[src/irq_settings.svh]
/*
  Shared constants for the interrupt and sleep controller.
  Included by the packages, the RTL blocks that use these values and the testbench.
  SLEEP_DELAY must be at least 2, the write-back residency history is built from it.
*/

`ifndef IRQ_SETTINGS_SVH
`define IRQ_SETTINGS_SVH

// Interrupt lines and the subset that is actually wired up
`define IRQ_NUM 32
`define IRQ_VALID_MASK 32'hFFFF_0888
`define IRQ_ID_W 5

// Instruction encodings that request sleep
`define INSTR_WFI 32'h1050_0073
`define INSTR_WFE 32'h8C00_0073

// Cycles a WFI/WFE sits in write-back before sleep is allowed
`define SLEEP_DELAY 2

// Width of the per-bus outstanding transaction counters
`define OUTST_W 4

`endif

[src/irq_pkg.sv]
/*
  Types of the interrupt side, shared by the arbiter, the acknowledge logic and the top.
  Refer to these as irq_pkg::name.
*/

`include "irq_settings.svh"

package irq_pkg;

  // One bit per interrupt line, also used for mie and mip
  typedef logic [`IRQ_NUM-1:0] irq_vec_t;

  // Interrupt number as reported with the acknowledge
  typedef logic [`IRQ_ID_W-1:0] irq_id_t;

  // Privilege level in RISC-V encoding
  typedef logic [1:0] priv_t;

  localparam priv_t PRIV_M = 2'b11;
  localparam priv_t PRIV_U = 2'b00;

endpackage

[src/sleep_pkg.sv]
/*
  Types of the sleep side, shared by the WFI decoder, the sleep controller and the top.
  Refer to these as sleep_pkg::name.
*/

`include "irq_settings.svh"

package sleep_pkg;

  // Write-back instruction word
  typedef logic [31:0] instr_t;

  // Outstanding transactions on one bus
  typedef logic [`OUTST_W-1:0] outst_cnt_t;

  // Sleep controller states
  typedef enum logic [1:0] {
    SLP_IDLE,
    SLP_WAIT,
    SLP_BLOCKED,
    SLP_ASLEEP
  } sleep_state_e;

endpackage

[src/irq_arbiter.sv]
/*
  Samples the interrupt lines into the pending register and picks the winner.
  Priority is fixed: lines 31 down to 16, then 11, 3 and 7.
  The winner outputs are combinational from the pending register and mie_i.
*/

`include "irq_settings.svh"

module irq_arbiter (
  input  logic              clk_i,
  input  logic              rst_ni,
  input  irq_pkg::irq_vec_t irq_i,
  input  irq_pkg::irq_vec_t mie_i,
  output irq_pkg::irq_vec_t mip_o,
  output logic              any_enabled_o,
  output logic              win_valid_o,
  output irq_pkg::irq_id_t  win_id_o
);

  localparam irq_pkg::irq_vec_t VALID_MASK = `IRQ_VALID_MASK;

  irq_pkg::irq_vec_t pending_q;
  irq_pkg::irq_vec_t pend_en;

  // ------------------------------------------------
  // Pending register
  // ------------------------------------------------
  always_ff @(posedge clk_i or negedge rst_ni) begin
    if (!rst_ni) begin
      pending_q <= '0;
    end else begin
      pending_q <= irq_i & VALID_MASK;
    end
  end

  assign mip_o   = pending_q;
  assign pend_en = pending_q & mie_i;

  // Wakes the core even with the global enable cleared
  assign any_enabled_o = |pend_en;

  // ------------------------------------------------
  // Fixed-priority select
  // ------------------------------------------------
  // Later assignments override earlier ones, so the lowest rank is checked first
  always_comb begin
    win_valid_o = 1'b0;
    win_id_o    = '0;

    // Timer
    if (pend_en[7]) begin
      win_valid_o = 1'b1;
      win_id_o    = irq_pkg::irq_id_t'(7);
    end

    // Software
    if (pend_en[3]) begin
      win_valid_o = 1'b1;
      win_id_o    = irq_pkg::irq_id_t'(3);
    end

    // External
    if (pend_en[11]) begin
      win_valid_o = 1'b1;
      win_id_o    = irq_pkg::irq_id_t'(11);
    end

    // Platform lines, 31 ranks highest
    for (int i = 16; i < `IRQ_NUM; i++) begin
      if (pend_en[i]) begin
        win_valid_o = 1'b1;
        win_id_o    = irq_pkg::irq_id_t'(i);
      end
    end
  end

  a_mip_reserved_clear: assert property (
    @(posedge clk_i) disable iff (!rst_ni)
    (mip_o & ~VALID_MASK) == '0
  ) else $error("mip_o has reserved bits set: 0x%08h", mip_o);

endmodule

[src/irq_result.sv]
/*
  Issues the registered interrupt acknowledge and the write-back retire strobe.
  The acknowledge is a single-cycle pulse carrying the winning ID. A waiting
  WFI/WFE retires in any cycle past its first one in which a wake event is seen.
*/

`include "irq_settings.svh"

module irq_result (
  input  logic             clk_i,
  input  logic             rst_ni,
  input  logic             win_valid_i,
  input  irq_pkg::irq_id_t win_id_i,
  input  logic             any_enabled_i,
  input  logic             mstatus_mie_i,
  input  irq_pkg::priv_t   priv_lvl_i,
  input  logic             debug_mode_i,
  input  logic             wfi_in_wb_i,
  input  logic             wfi_first_i,
  input  logic             wake_i,
  output logic             irq_ack_o,
  output irq_pkg::irq_id_t irq_id_o,
  output logic             wb_valid_o
);

  localparam irq_pkg::irq_vec_t VALID_MASK = `IRQ_VALID_MASK;

  logic global_en;
  logic ack_d;

  // M-mode honours mstatus.MIE, U-mode takes any enabled interrupt
  assign global_en = ((priv_lvl_i == irq_pkg::PRIV_M) && mstatus_mie_i) ||
                     ((priv_lvl_i == irq_pkg::PRIV_U) && any_enabled_i);

  // No back-to-back acks, the core needs a cycle to take the trap
  assign ack_d = win_valid_i && global_en && !debug_mode_i && !irq_ack_o;

  // ------------------------------------------------
  // Acknowledge
  // ------------------------------------------------
  always_ff @(posedge clk_i or negedge rst_ni) begin
    if (!rst_ni) begin
      irq_ack_o <= 1'b0;
    end else begin
      irq_ack_o <= ack_d;
    end
  end

  always_ff @(posedge clk_i) begin
    if (ack_d) irq_id_o <= win_id_i;
  end

  // Retire
  assign wb_valid_o = wfi_in_wb_i && !wfi_first_i && wake_i;

  a_ack_pulse: assert property (
    @(posedge clk_i) disable iff (!rst_ni)
    irq_ack_o |=> !irq_ack_o
  ) else $error("irq_ack_o held for more than one cycle");

  a_ack_id_valid: assert property (
    @(posedge clk_i) disable iff (!rst_ni)
    irq_ack_o |-> VALID_MASK[irq_id_o]
  ) else $error("irq_id_o %0d is a reserved line", irq_id_o);

endmodule

[src/irq_sleep_top.sv]
/*
  Top level of the interrupt and sleep controller.
  Connects the WFI decoder, the arbiter, the sleep FSM and the result stage.
*/

module irq_sleep_top (
  input  logic              clk_i,
  input  logic              rst_ni,
  input  irq_pkg::irq_vec_t irq_i,
  input  irq_pkg::irq_vec_t mie_i,
  input  logic              mstatus_mie_i,
  input  logic              mstatus_tw_i,
  input  irq_pkg::priv_t    priv_lvl_i,
  input  logic              debug_mode_i,
  input  logic              debug_req_i,
  input  logic              nmi_pending_i,
  input  logic              wb_instr_valid_i,
  input  sleep_pkg::instr_t wb_instr_i,
  input  logic              wb_instr_err_i,
  input  logic              wb_kill_i,
  input  logic              wake_wfe_i,
  input  logic              ibus_req_i,
  input  logic              ibus_gnt_i,
  input  logic              ibus_rvalid_i,
  input  logic              dbus_req_i,
  input  logic              dbus_gnt_i,
  input  logic              dbus_rvalid_i,
  input  logic              wbuf_busy_i,
  output irq_pkg::irq_vec_t mip_o,
  output logic              irq_ack_o,
  output irq_pkg::irq_id_t  irq_id_o,
  output logic              core_sleep_o,
  output logic              wb_valid_o
);

  logic             wfi_in_wb;
  logic             is_wfe;
  logic             wfi_first;
  logic             wfi_age_ok;
  logic             any_enabled;
  logic             win_valid;
  irq_pkg::irq_id_t win_id;
  logic             wake;

  // ------------------------------------------------
  // Decode and arbitration
  // ------------------------------------------------
  wfi_decode u_wfi_decode (
    .clk_i, .rst_ni, .wb_instr_valid_i, .wb_instr_i, .wb_instr_err_i,
    .wb_kill_i, .debug_mode_i, .mstatus_tw_i, .priv_lvl_i,
    .wfi_in_wb_o  (wfi_in_wb),
    .is_wfe_o     (is_wfe),
    .wfi_first_o  (wfi_first),
    .wfi_age_ok_o (wfi_age_ok)
  );

  irq_arbiter u_irq_arbiter (
    .clk_i, .rst_ni, .irq_i, .mie_i, .mip_o,
    .any_enabled_o (any_enabled),
    .win_valid_o   (win_valid),
    .win_id_o      (win_id)
  );

  // ------------------------------------------------
  // Sleep and result
  // ------------------------------------------------
  sleep_ctrl u_sleep_ctrl (
    .clk_i, .rst_ni,
    .wfi_in_wb_i (wfi_in_wb), .wfi_age_ok_i (wfi_age_ok), .is_wfe_i (is_wfe),
    .any_enabled_i (any_enabled), .debug_req_i, .nmi_pending_i, .wake_wfe_i,
    .ibus_req_i, .ibus_gnt_i, .ibus_rvalid_i, .dbus_req_i, .dbus_gnt_i, .dbus_rvalid_i,
    .wbuf_busy_i, .wake_o (wake), .core_sleep_o
  );

  irq_result u_irq_result (
    .clk_i, .rst_ni,
    .win_valid_i (win_valid), .win_id_i (win_id), .any_enabled_i (any_enabled),
    .mstatus_mie_i, .priv_lvl_i, .debug_mode_i,
    .wfi_in_wb_i (wfi_in_wb), .wfi_first_i (wfi_first), .wake_i (wake),
    .irq_ack_o, .irq_id_o, .wb_valid_o
  );

endmodule

[src/sleep_ctrl.sv]
/*
  Tracks outstanding bus transactions and runs the sleep state machine.
  A waiting WFI/WFE sleeps once its settle delay has passed and no bus or
  write-buffer activity remains. Any wake event returns the FSM to idle.
*/

module sleep_ctrl (
  input  logic clk_i,
  input  logic rst_ni,
  input  logic wfi_in_wb_i,
  input  logic wfi_age_ok_i,
  input  logic is_wfe_i,
  input  logic any_enabled_i,
  input  logic debug_req_i,
  input  logic nmi_pending_i,
  input  logic wake_wfe_i,
  input  logic ibus_req_i,
  input  logic ibus_gnt_i,
  input  logic ibus_rvalid_i,
  input  logic dbus_req_i,
  input  logic dbus_gnt_i,
  input  logic dbus_rvalid_i,
  input  logic wbuf_busy_i,
  output logic wake_o,
  output logic core_sleep_o
);

  sleep_pkg::outst_cnt_t   ibus_cnt_q;
  sleep_pkg::outst_cnt_t   dbus_cnt_q;
  logic                    ibus_start;
  logic                    dbus_start;
  logic                    blocked;
  sleep_pkg::sleep_state_e state_q;
  sleep_pkg::sleep_state_e state_d;

  // Starts minus ends, one transaction may start and another end in the same cycle
  function automatic sleep_pkg::outst_cnt_t next_count(input sleep_pkg::outst_cnt_t cnt,
                                                        input logic start,
                                                        input logic done);
    sleep_pkg::outst_cnt_t res;
    res = cnt;
    if (start && !done) begin
      res = cnt + 1'b1;
    end else if (!start && done) begin
      res = cnt - 1'b1;
    end
    return res;
  endfunction

  // ------------------------------------------------
  // Outstanding bus transactions
  // ------------------------------------------------
  assign ibus_start = ibus_req_i && ibus_gnt_i;
  assign dbus_start = dbus_req_i && dbus_gnt_i;

  always_ff @(posedge clk_i or negedge rst_ni) begin
    if (!rst_ni) begin
      ibus_cnt_q <= '0;
      dbus_cnt_q <= '0;
    end else begin
      ibus_cnt_q <= next_count(ibus_cnt_q, ibus_start, ibus_rvalid_i);
      dbus_cnt_q <= next_count(dbus_cnt_q, dbus_start, dbus_rvalid_i);
    end
  end

  // A transaction starting this cycle also keeps the core awake
  assign blocked = (ibus_cnt_q != '0) || (dbus_cnt_q != '0) ||
                   ibus_start || dbus_start || wbuf_busy_i;

  assign wake_o = any_enabled_i || debug_req_i || nmi_pending_i || (wake_wfe_i && is_wfe_i);

  // ------------------------------------------------
  // Sleep FSM
  // ------------------------------------------------
  always_comb begin
    state_d = state_q;
    case (state_q)
      sleep_pkg::SLP_IDLE: begin
        if (wfi_in_wb_i) state_d = sleep_pkg::SLP_WAIT;
      end
      sleep_pkg::SLP_WAIT, sleep_pkg::SLP_BLOCKED: begin
        if (!wfi_in_wb_i || wake_o) begin
          state_d = sleep_pkg::SLP_IDLE;
        end else if (wfi_age_ok_i) begin
          state_d = blocked ? sleep_pkg::SLP_BLOCKED : sleep_pkg::SLP_ASLEEP;
        end
      end
      sleep_pkg::SLP_ASLEEP: begin
        if (!wfi_in_wb_i || wake_o) state_d = sleep_pkg::SLP_IDLE;
      end
      default: state_d = sleep_pkg::SLP_IDLE;
    endcase
  end

  always_ff @(posedge clk_i or negedge rst_ni) begin
    if (!rst_ni) begin
      state_q <= sleep_pkg::SLP_IDLE;
    end else begin
      state_q <= state_d;
    end
  end

  assign core_sleep_o = (state_q == sleep_pkg::SLP_ASLEEP);

  a_sleep_bus_quiet: assert property (
    @(posedge clk_i) disable iff (!rst_ni)
    core_sleep_o |-> !ibus_rvalid_i && !dbus_rvalid_i && !wbuf_busy_i
  ) else $error("Bus response or busy write buffer while asleep");

  a_sleep_in_wb: assert property (
    @(posedge clk_i) disable iff (!rst_ni)
    core_sleep_o |-> wfi_in_wb_i
  ) else $error("Asleep without a WFI/WFE in write-back");

  a_ibus_no_underflow: assert property (
    @(posedge clk_i) disable iff (!rst_ni)
    ibus_rvalid_i && !ibus_start |-> ibus_cnt_q != '0
  ) else $error("Instruction bus response with nothing outstanding");

  a_dbus_no_underflow: assert property (
    @(posedge clk_i) disable iff (!rst_ni)
    dbus_rvalid_i && !dbus_start |-> dbus_cnt_q != '0
  ) else $error("Data bus response with nothing outstanding");

endmodule

[src/wfi_decode.sv]
/*
  Qualifies a WFI or WFE sitting in write-back and tracks its residency.
  wfi_first_o marks the first cycle in write-back, wfi_age_ok_o marks that the
  settle delay has passed and sleep may be entered.
*/

`include "irq_settings.svh"

module wfi_decode (
  input  logic              clk_i,
  input  logic              rst_ni,
  input  logic              wb_instr_valid_i,
  input  sleep_pkg::instr_t wb_instr_i,
  input  logic              wb_instr_err_i,
  input  logic              wb_kill_i,
  input  logic              debug_mode_i,
  input  logic              mstatus_tw_i,
  input  irq_pkg::priv_t    priv_lvl_i,
  output logic              wfi_in_wb_o,
  output logic              is_wfe_o,
  output logic              wfi_first_o,
  output logic              wfi_age_ok_o
);

  logic                    is_sleep_instr;
  logic                    tw_trap;
  logic [`SLEEP_DELAY-1:0] hist_q;

  // ------------------------------------------------
  // Qualification
  // ------------------------------------------------
  assign is_sleep_instr = (wb_instr_i == `INSTR_WFI) || (wb_instr_i == `INSTR_WFE);

  // U-mode WFI with mstatus.TW set traps instead of sleeping
  assign tw_trap = (priv_lvl_i == irq_pkg::PRIV_U) && mstatus_tw_i;

  assign wfi_in_wb_o = is_sleep_instr && wb_instr_valid_i && !wb_instr_err_i &&
                       !wb_kill_i && !debug_mode_i && !tw_trap;

  assign is_wfe_o = wfi_in_wb_o && (wb_instr_i == `INSTR_WFE);

  // ------------------------------------------------
  // Residency history
  // ------------------------------------------------
  always_ff @(posedge clk_i or negedge rst_ni) begin
    if (!rst_ni) begin
      hist_q <= '0;
    end else begin
      hist_q <= {hist_q[`SLEEP_DELAY-2:0], wfi_in_wb_o};
    end
  end

  assign wfi_first_o  = wfi_in_wb_o && !hist_q[0];
  assign wfi_age_ok_o = wfi_in_wb_o && (&hist_q);

  a_age_needs_wb: assert property (
    @(posedge clk_i) disable iff (!rst_ni)
    wfi_age_ok_o |-> wfi_in_wb_o && $past(wfi_in_wb_o) && $past(wfi_in_wb_o, `SLEEP_DELAY)
  ) else $error("wfi_age_ok_o set before the WFI/WFE settled in write-back");

endmodule
[config.mk]
export PLATFORM = sky130hd
export DESIGN_NAME = irq_sleep_top
export DESIGN_NICKNAME = d
export VERILOG_FILES = /design/src/irq_pkg.sv /design/src/sleep_pkg.sv /design/src/irq_arbiter.sv /design/src/irq_result.sv /design/src/irq_sleep_top.sv /design/src/sleep_ctrl.sv /design/src/wfi_decode.sv
export VERILOG_INCLUDE_DIRS = /design/src
export SDC_FILE = /design/constraint.sdc
export NUM_CORES = 1
export LEC_CHECK = 0
export BUFFER_PORTS_ARGS = -buffer_cell sky130_fd_sc_hd__buf_4
export CAP_MARGIN = 25
export CORE_MARGIN = 8
export CORE_UTILIZATION = 30
export DETAILED_ROUTE_END_ITERATION = 8
export SYNTH_ARGS = -nofsm -noshare
export SYNTH_HDL_FRONTEND = slang
export SYNTH_SLANG_ARGS = --single-unit
export TNS_END_PERCENT = 10
[constraint.sdc]
create_clock -name clk_i -period 2.9 [get_ports clk_i]
set_clock_uncertainty 0.1 [all_clocks]
set_input_delay 0.435 -clock clk_i [delete_from_list [all_inputs] [get_ports clk_i]]
set_output_delay 0.435 -clock clk_i [all_outputs]
set_load 0.05 [all_outputs]
==> impl_metrics.ini <==
[global_routing]
top_usage_layer = met2
grt-ovfl-total = 0
gr-usage-all-layers = 0.128
antenna_found_initial = 0
met2_usage = 0.217
grt_pass1_wl_mm = 9.82
grtUsageMet1 = 0.139
grt_max_degree = 33
grt_pass1_vias = 2017
use_met3 = 0.0597

[drt]
drt-vias-per-instance = 4.77
wl_per_cell_um = 15.8
vias = 1818
drcViolationCount = 0
drtAntennaViolNets = 0
wirelength_mm = 6.01
drt_iter0_drc = 66
firstDrtPassIters = 4

[setup_path]
r2r_start = u_irq_arbiter.mip_o[26]$_DFF_PN0_
r2r_cells = 6
path_common_cell = buf_4
worstReg2RegEnd = u_sleep_ctrl.state_q[1]$_DFFE_PN0P_
path_class = primary input to primary output
cp.depth = 7
cp-end-kind = primary output
slowest_stage = or4_4
critical_path.endpoint = wb_valid_o
cp_top_family = simple AND/OR/NAND/NOR gates
critical_path.cell_chain = buf_4 > or4b_1 > a2bb2oi_1 > or4_4 > inv_1 > and3_1 > buf_4
critPathLaunch = wb_instr_i[27]
cp_num_buf_inv = 3
cpPeakStageDelay_ns = 0.56
cp_max_fo = 2
cp.arrival_ns = 2.23
cp-start-kind = primary input
critPathRequiredTime_ns = 2.37
r2r_setup_slack_ns = 0.85

[clock_network]
cts_made_buffers = 5
clockRootBuffer = clkbuf_8
clk_latency_ns = 0.29
ctsHtreeMaxLevel = 2
clock-sinks = 37
cts_max_path_buffers = 2
cts_tree = yes
cts_setup_buffers = 0
cts.clk_slew.worst_paths_ns = 0.07

[final_layout]
layout_commonest_cell = buf_4
syn2layout_area_growth_pct = 52.4
diodes = 0
fin_util = 0.474
final_nets = 430
final_layout_size_suffix_gt1_frac = 0.441
layout_common_cells = buf_4 (119), dfrtp_1 (32), nand2_1 (20), conb_1 (13), ha_1 (9)
fillers = 622

[yosys]
syn-cell-area_um2 = 1970
dominantRegCellSynth = dfrtp_1
synth_top_area_cell = dfrtp_1
synth_compound_area_frac = 0.160
synthArstFlopShare = 0.865
synth_top_family_by_area = compound AO/OA/AOI/OAI gates
yosys-mux-area-fraction = 0.0216
synth_xor_area_frac = 0.0355
yosysSeqAreaShare = 0.482
synth_edf_count = 5
ys_seq_elements = 37
syn_inst = 177
yosys.area.top_type_share = 0.406
synth-simple-area-share = 0.157
yosys.area_share.adder = 0.0774
synth.avg_cell_area_um2 = 11.1
yosys-top-cells-area = dfrtp_1 (41%), edfxtp_1 (7.6%), ha_1 (5.7%)
ys_types = 47
yosys_warnings = 0

[place]
port_buffers = 116
dp_hpwl_mm = 5.07
place_ws_ns = 0.144
gp_congestion = 0.769

[timing]
setup_viol = 0
final_max_slew_viol_count = 0
slew_headroom = 0.598
timing.fmax_mhz = 362
rsz0062_at_grt = no
hold_viol = 0
setup_tns_ns = 0
timing.final.ws_setup_ns = 0.137
worst_pin_slew_ns = 0.596
period_minus_slack_ns = 2.76
fin_crit_sh = 0.953

[die]
die-area_um2 = 9430
ioPinCount = 156
rows = 29
start_util = 0.311
die_w_um = 97.1
core_um2 = 6350
die_y_um = 97.1

[pwr]
combPwrFrac = 0.335
pwr-share-seq = 0.437
switching_share = 0.333
ir_drop_uv = 318
p_clk_frac = 0.228
intPower_mw = 1.04
p_per_area_nw_per_um2 = 516
p_switching_uw = 517
leakage_nw = 1.44

[run_status]
status = completed

[min_path]
hold_class = primary input to register

[run]
maxCapViolCount = 0
logic make-up (layout without fill, tap and decap cells):
kind of cell / Yosys count / in the layout
AND/OR/NAND/NOR: 54 / 54
AO/OA/AOI/OAI: 41 / 41
flip-flops: 37 / 37
buffers and inverters: 21 / 136
adder cells (fa/ha/maj): 11 / 11
XOR/XNOR: 8 / 8
multiplexers: 4 / 4
other: 1 / 13
timing repair:
action | CTS | global route
resized for setup | 0 | 0
hold buffers | 1 | 0
endpoints found under the hold margin | 32 | 0
Yosys cell counts (all sizes together), types with 2 or more instances:
library cell  number
fa                 2
a32oi              2
nand2             20
mux2i              2
mux2               2
nor4bb             2
nor4b              3
and4               3
nor4               5
nand4              3
buf               13
o31ai              3
xnor2              6
a22o               5
a21oi              5
a31oi              2
edfxtp             5
ha                 9
xor2               2
inv                8
a21o               2
and2               3
dfrtp             32
nor2               7
o21ai              6
a22oi              5
routing by layer:
layer	vias up	routed length [um]	part of all wire
met4	0	40	0.0067
met2	96	2870	0.48
met3	2	595	0.099
met1	833	2500	0.42
met5	-	0	0
li1	887	-	-
cell type report:
type | instances | area, um2 | area share
inverter | 8 | 30.0 | 0.00998
multi-input combinational | 131 | 940 | 0.312
clock inverter | 2 | 15.0 | 0.00499
sequential | 37 | 951 | 0.316
clock buffer | 6 | 72.6 | 0.0241
timing repair buffer | 120 | 903 | 0.300
tap | 77 | 96.3 | 0.0320
flip-flops by register name, summed over array words and instances (netlist names):
signal and count:
u_irq_arbiter.mip_o 19, u_irq_result.irq_id_o 5, u_sleep_ctrl.dbus_cnt_q 4, u_sleep_ctrl.ibus_cnt_q 4
u_sleep_ctrl.state_q 2, u_wfi_decode.hist_q 2, u_irq_result.irq_ack_o 1
power groups by stage:
stage / logic, mW / clock network, mW / registers [mW]
after global placement: 0.511 / 0 / 0.686
after global routing: 0.580 / 0.401 / 0.688
final: 0.520 / 0.355 / 0.679
after detailed placement: 0.525 / 0 / 0.687
after floorplan: 0.299 / 0 / 0.730
after CTS: 0.526 / 0.371 / 0.678
how the worst min path moves through the flow:
stage	cells past startpoint	endpoint	slack, ns	start
after floorplan	0	u_irq_arbiter.mip_o[11]$_DFF_PN0_	0.04	rst_ni
after global placement	0	u_wfi_decode.hist_q[1]$_DFF_PN0_	0.28	u_wfi_decode.hist_q[0]$_DFF_PN0_
after detailed placement	0	u_wfi_decode.hist_q[1]$_DFF_PN0_	0.28	u_wfi_decode.hist_q[0]$_DFF_PN0_
after CTS	1	u_irq_arbiter.mip_o[22]$_DFF_PN0_	0.13	irq_i[22]
after global routing	1	u_irq_arbiter.mip_o[25]$_DFF_PN0_	0.12	irq_i[25]
final	1	u_irq_arbiter.mip_o[19]$_DFF_PN0_	0.15	irq_i[19]
stage by stage:
stage               hold slack, ns  power [mW]  cells  area, um2
floorplan                   0.0394        1.03    189       2020
global placement             0.279        1.20    372       2910
detailed placement           0.280        1.21    372       2910
CTS                          0.133        1.58    381       3010
global route                 0.117        1.67    381       3010
finish                       0.147        1.55    381       3010
Power figures use the tool's default switching activity.
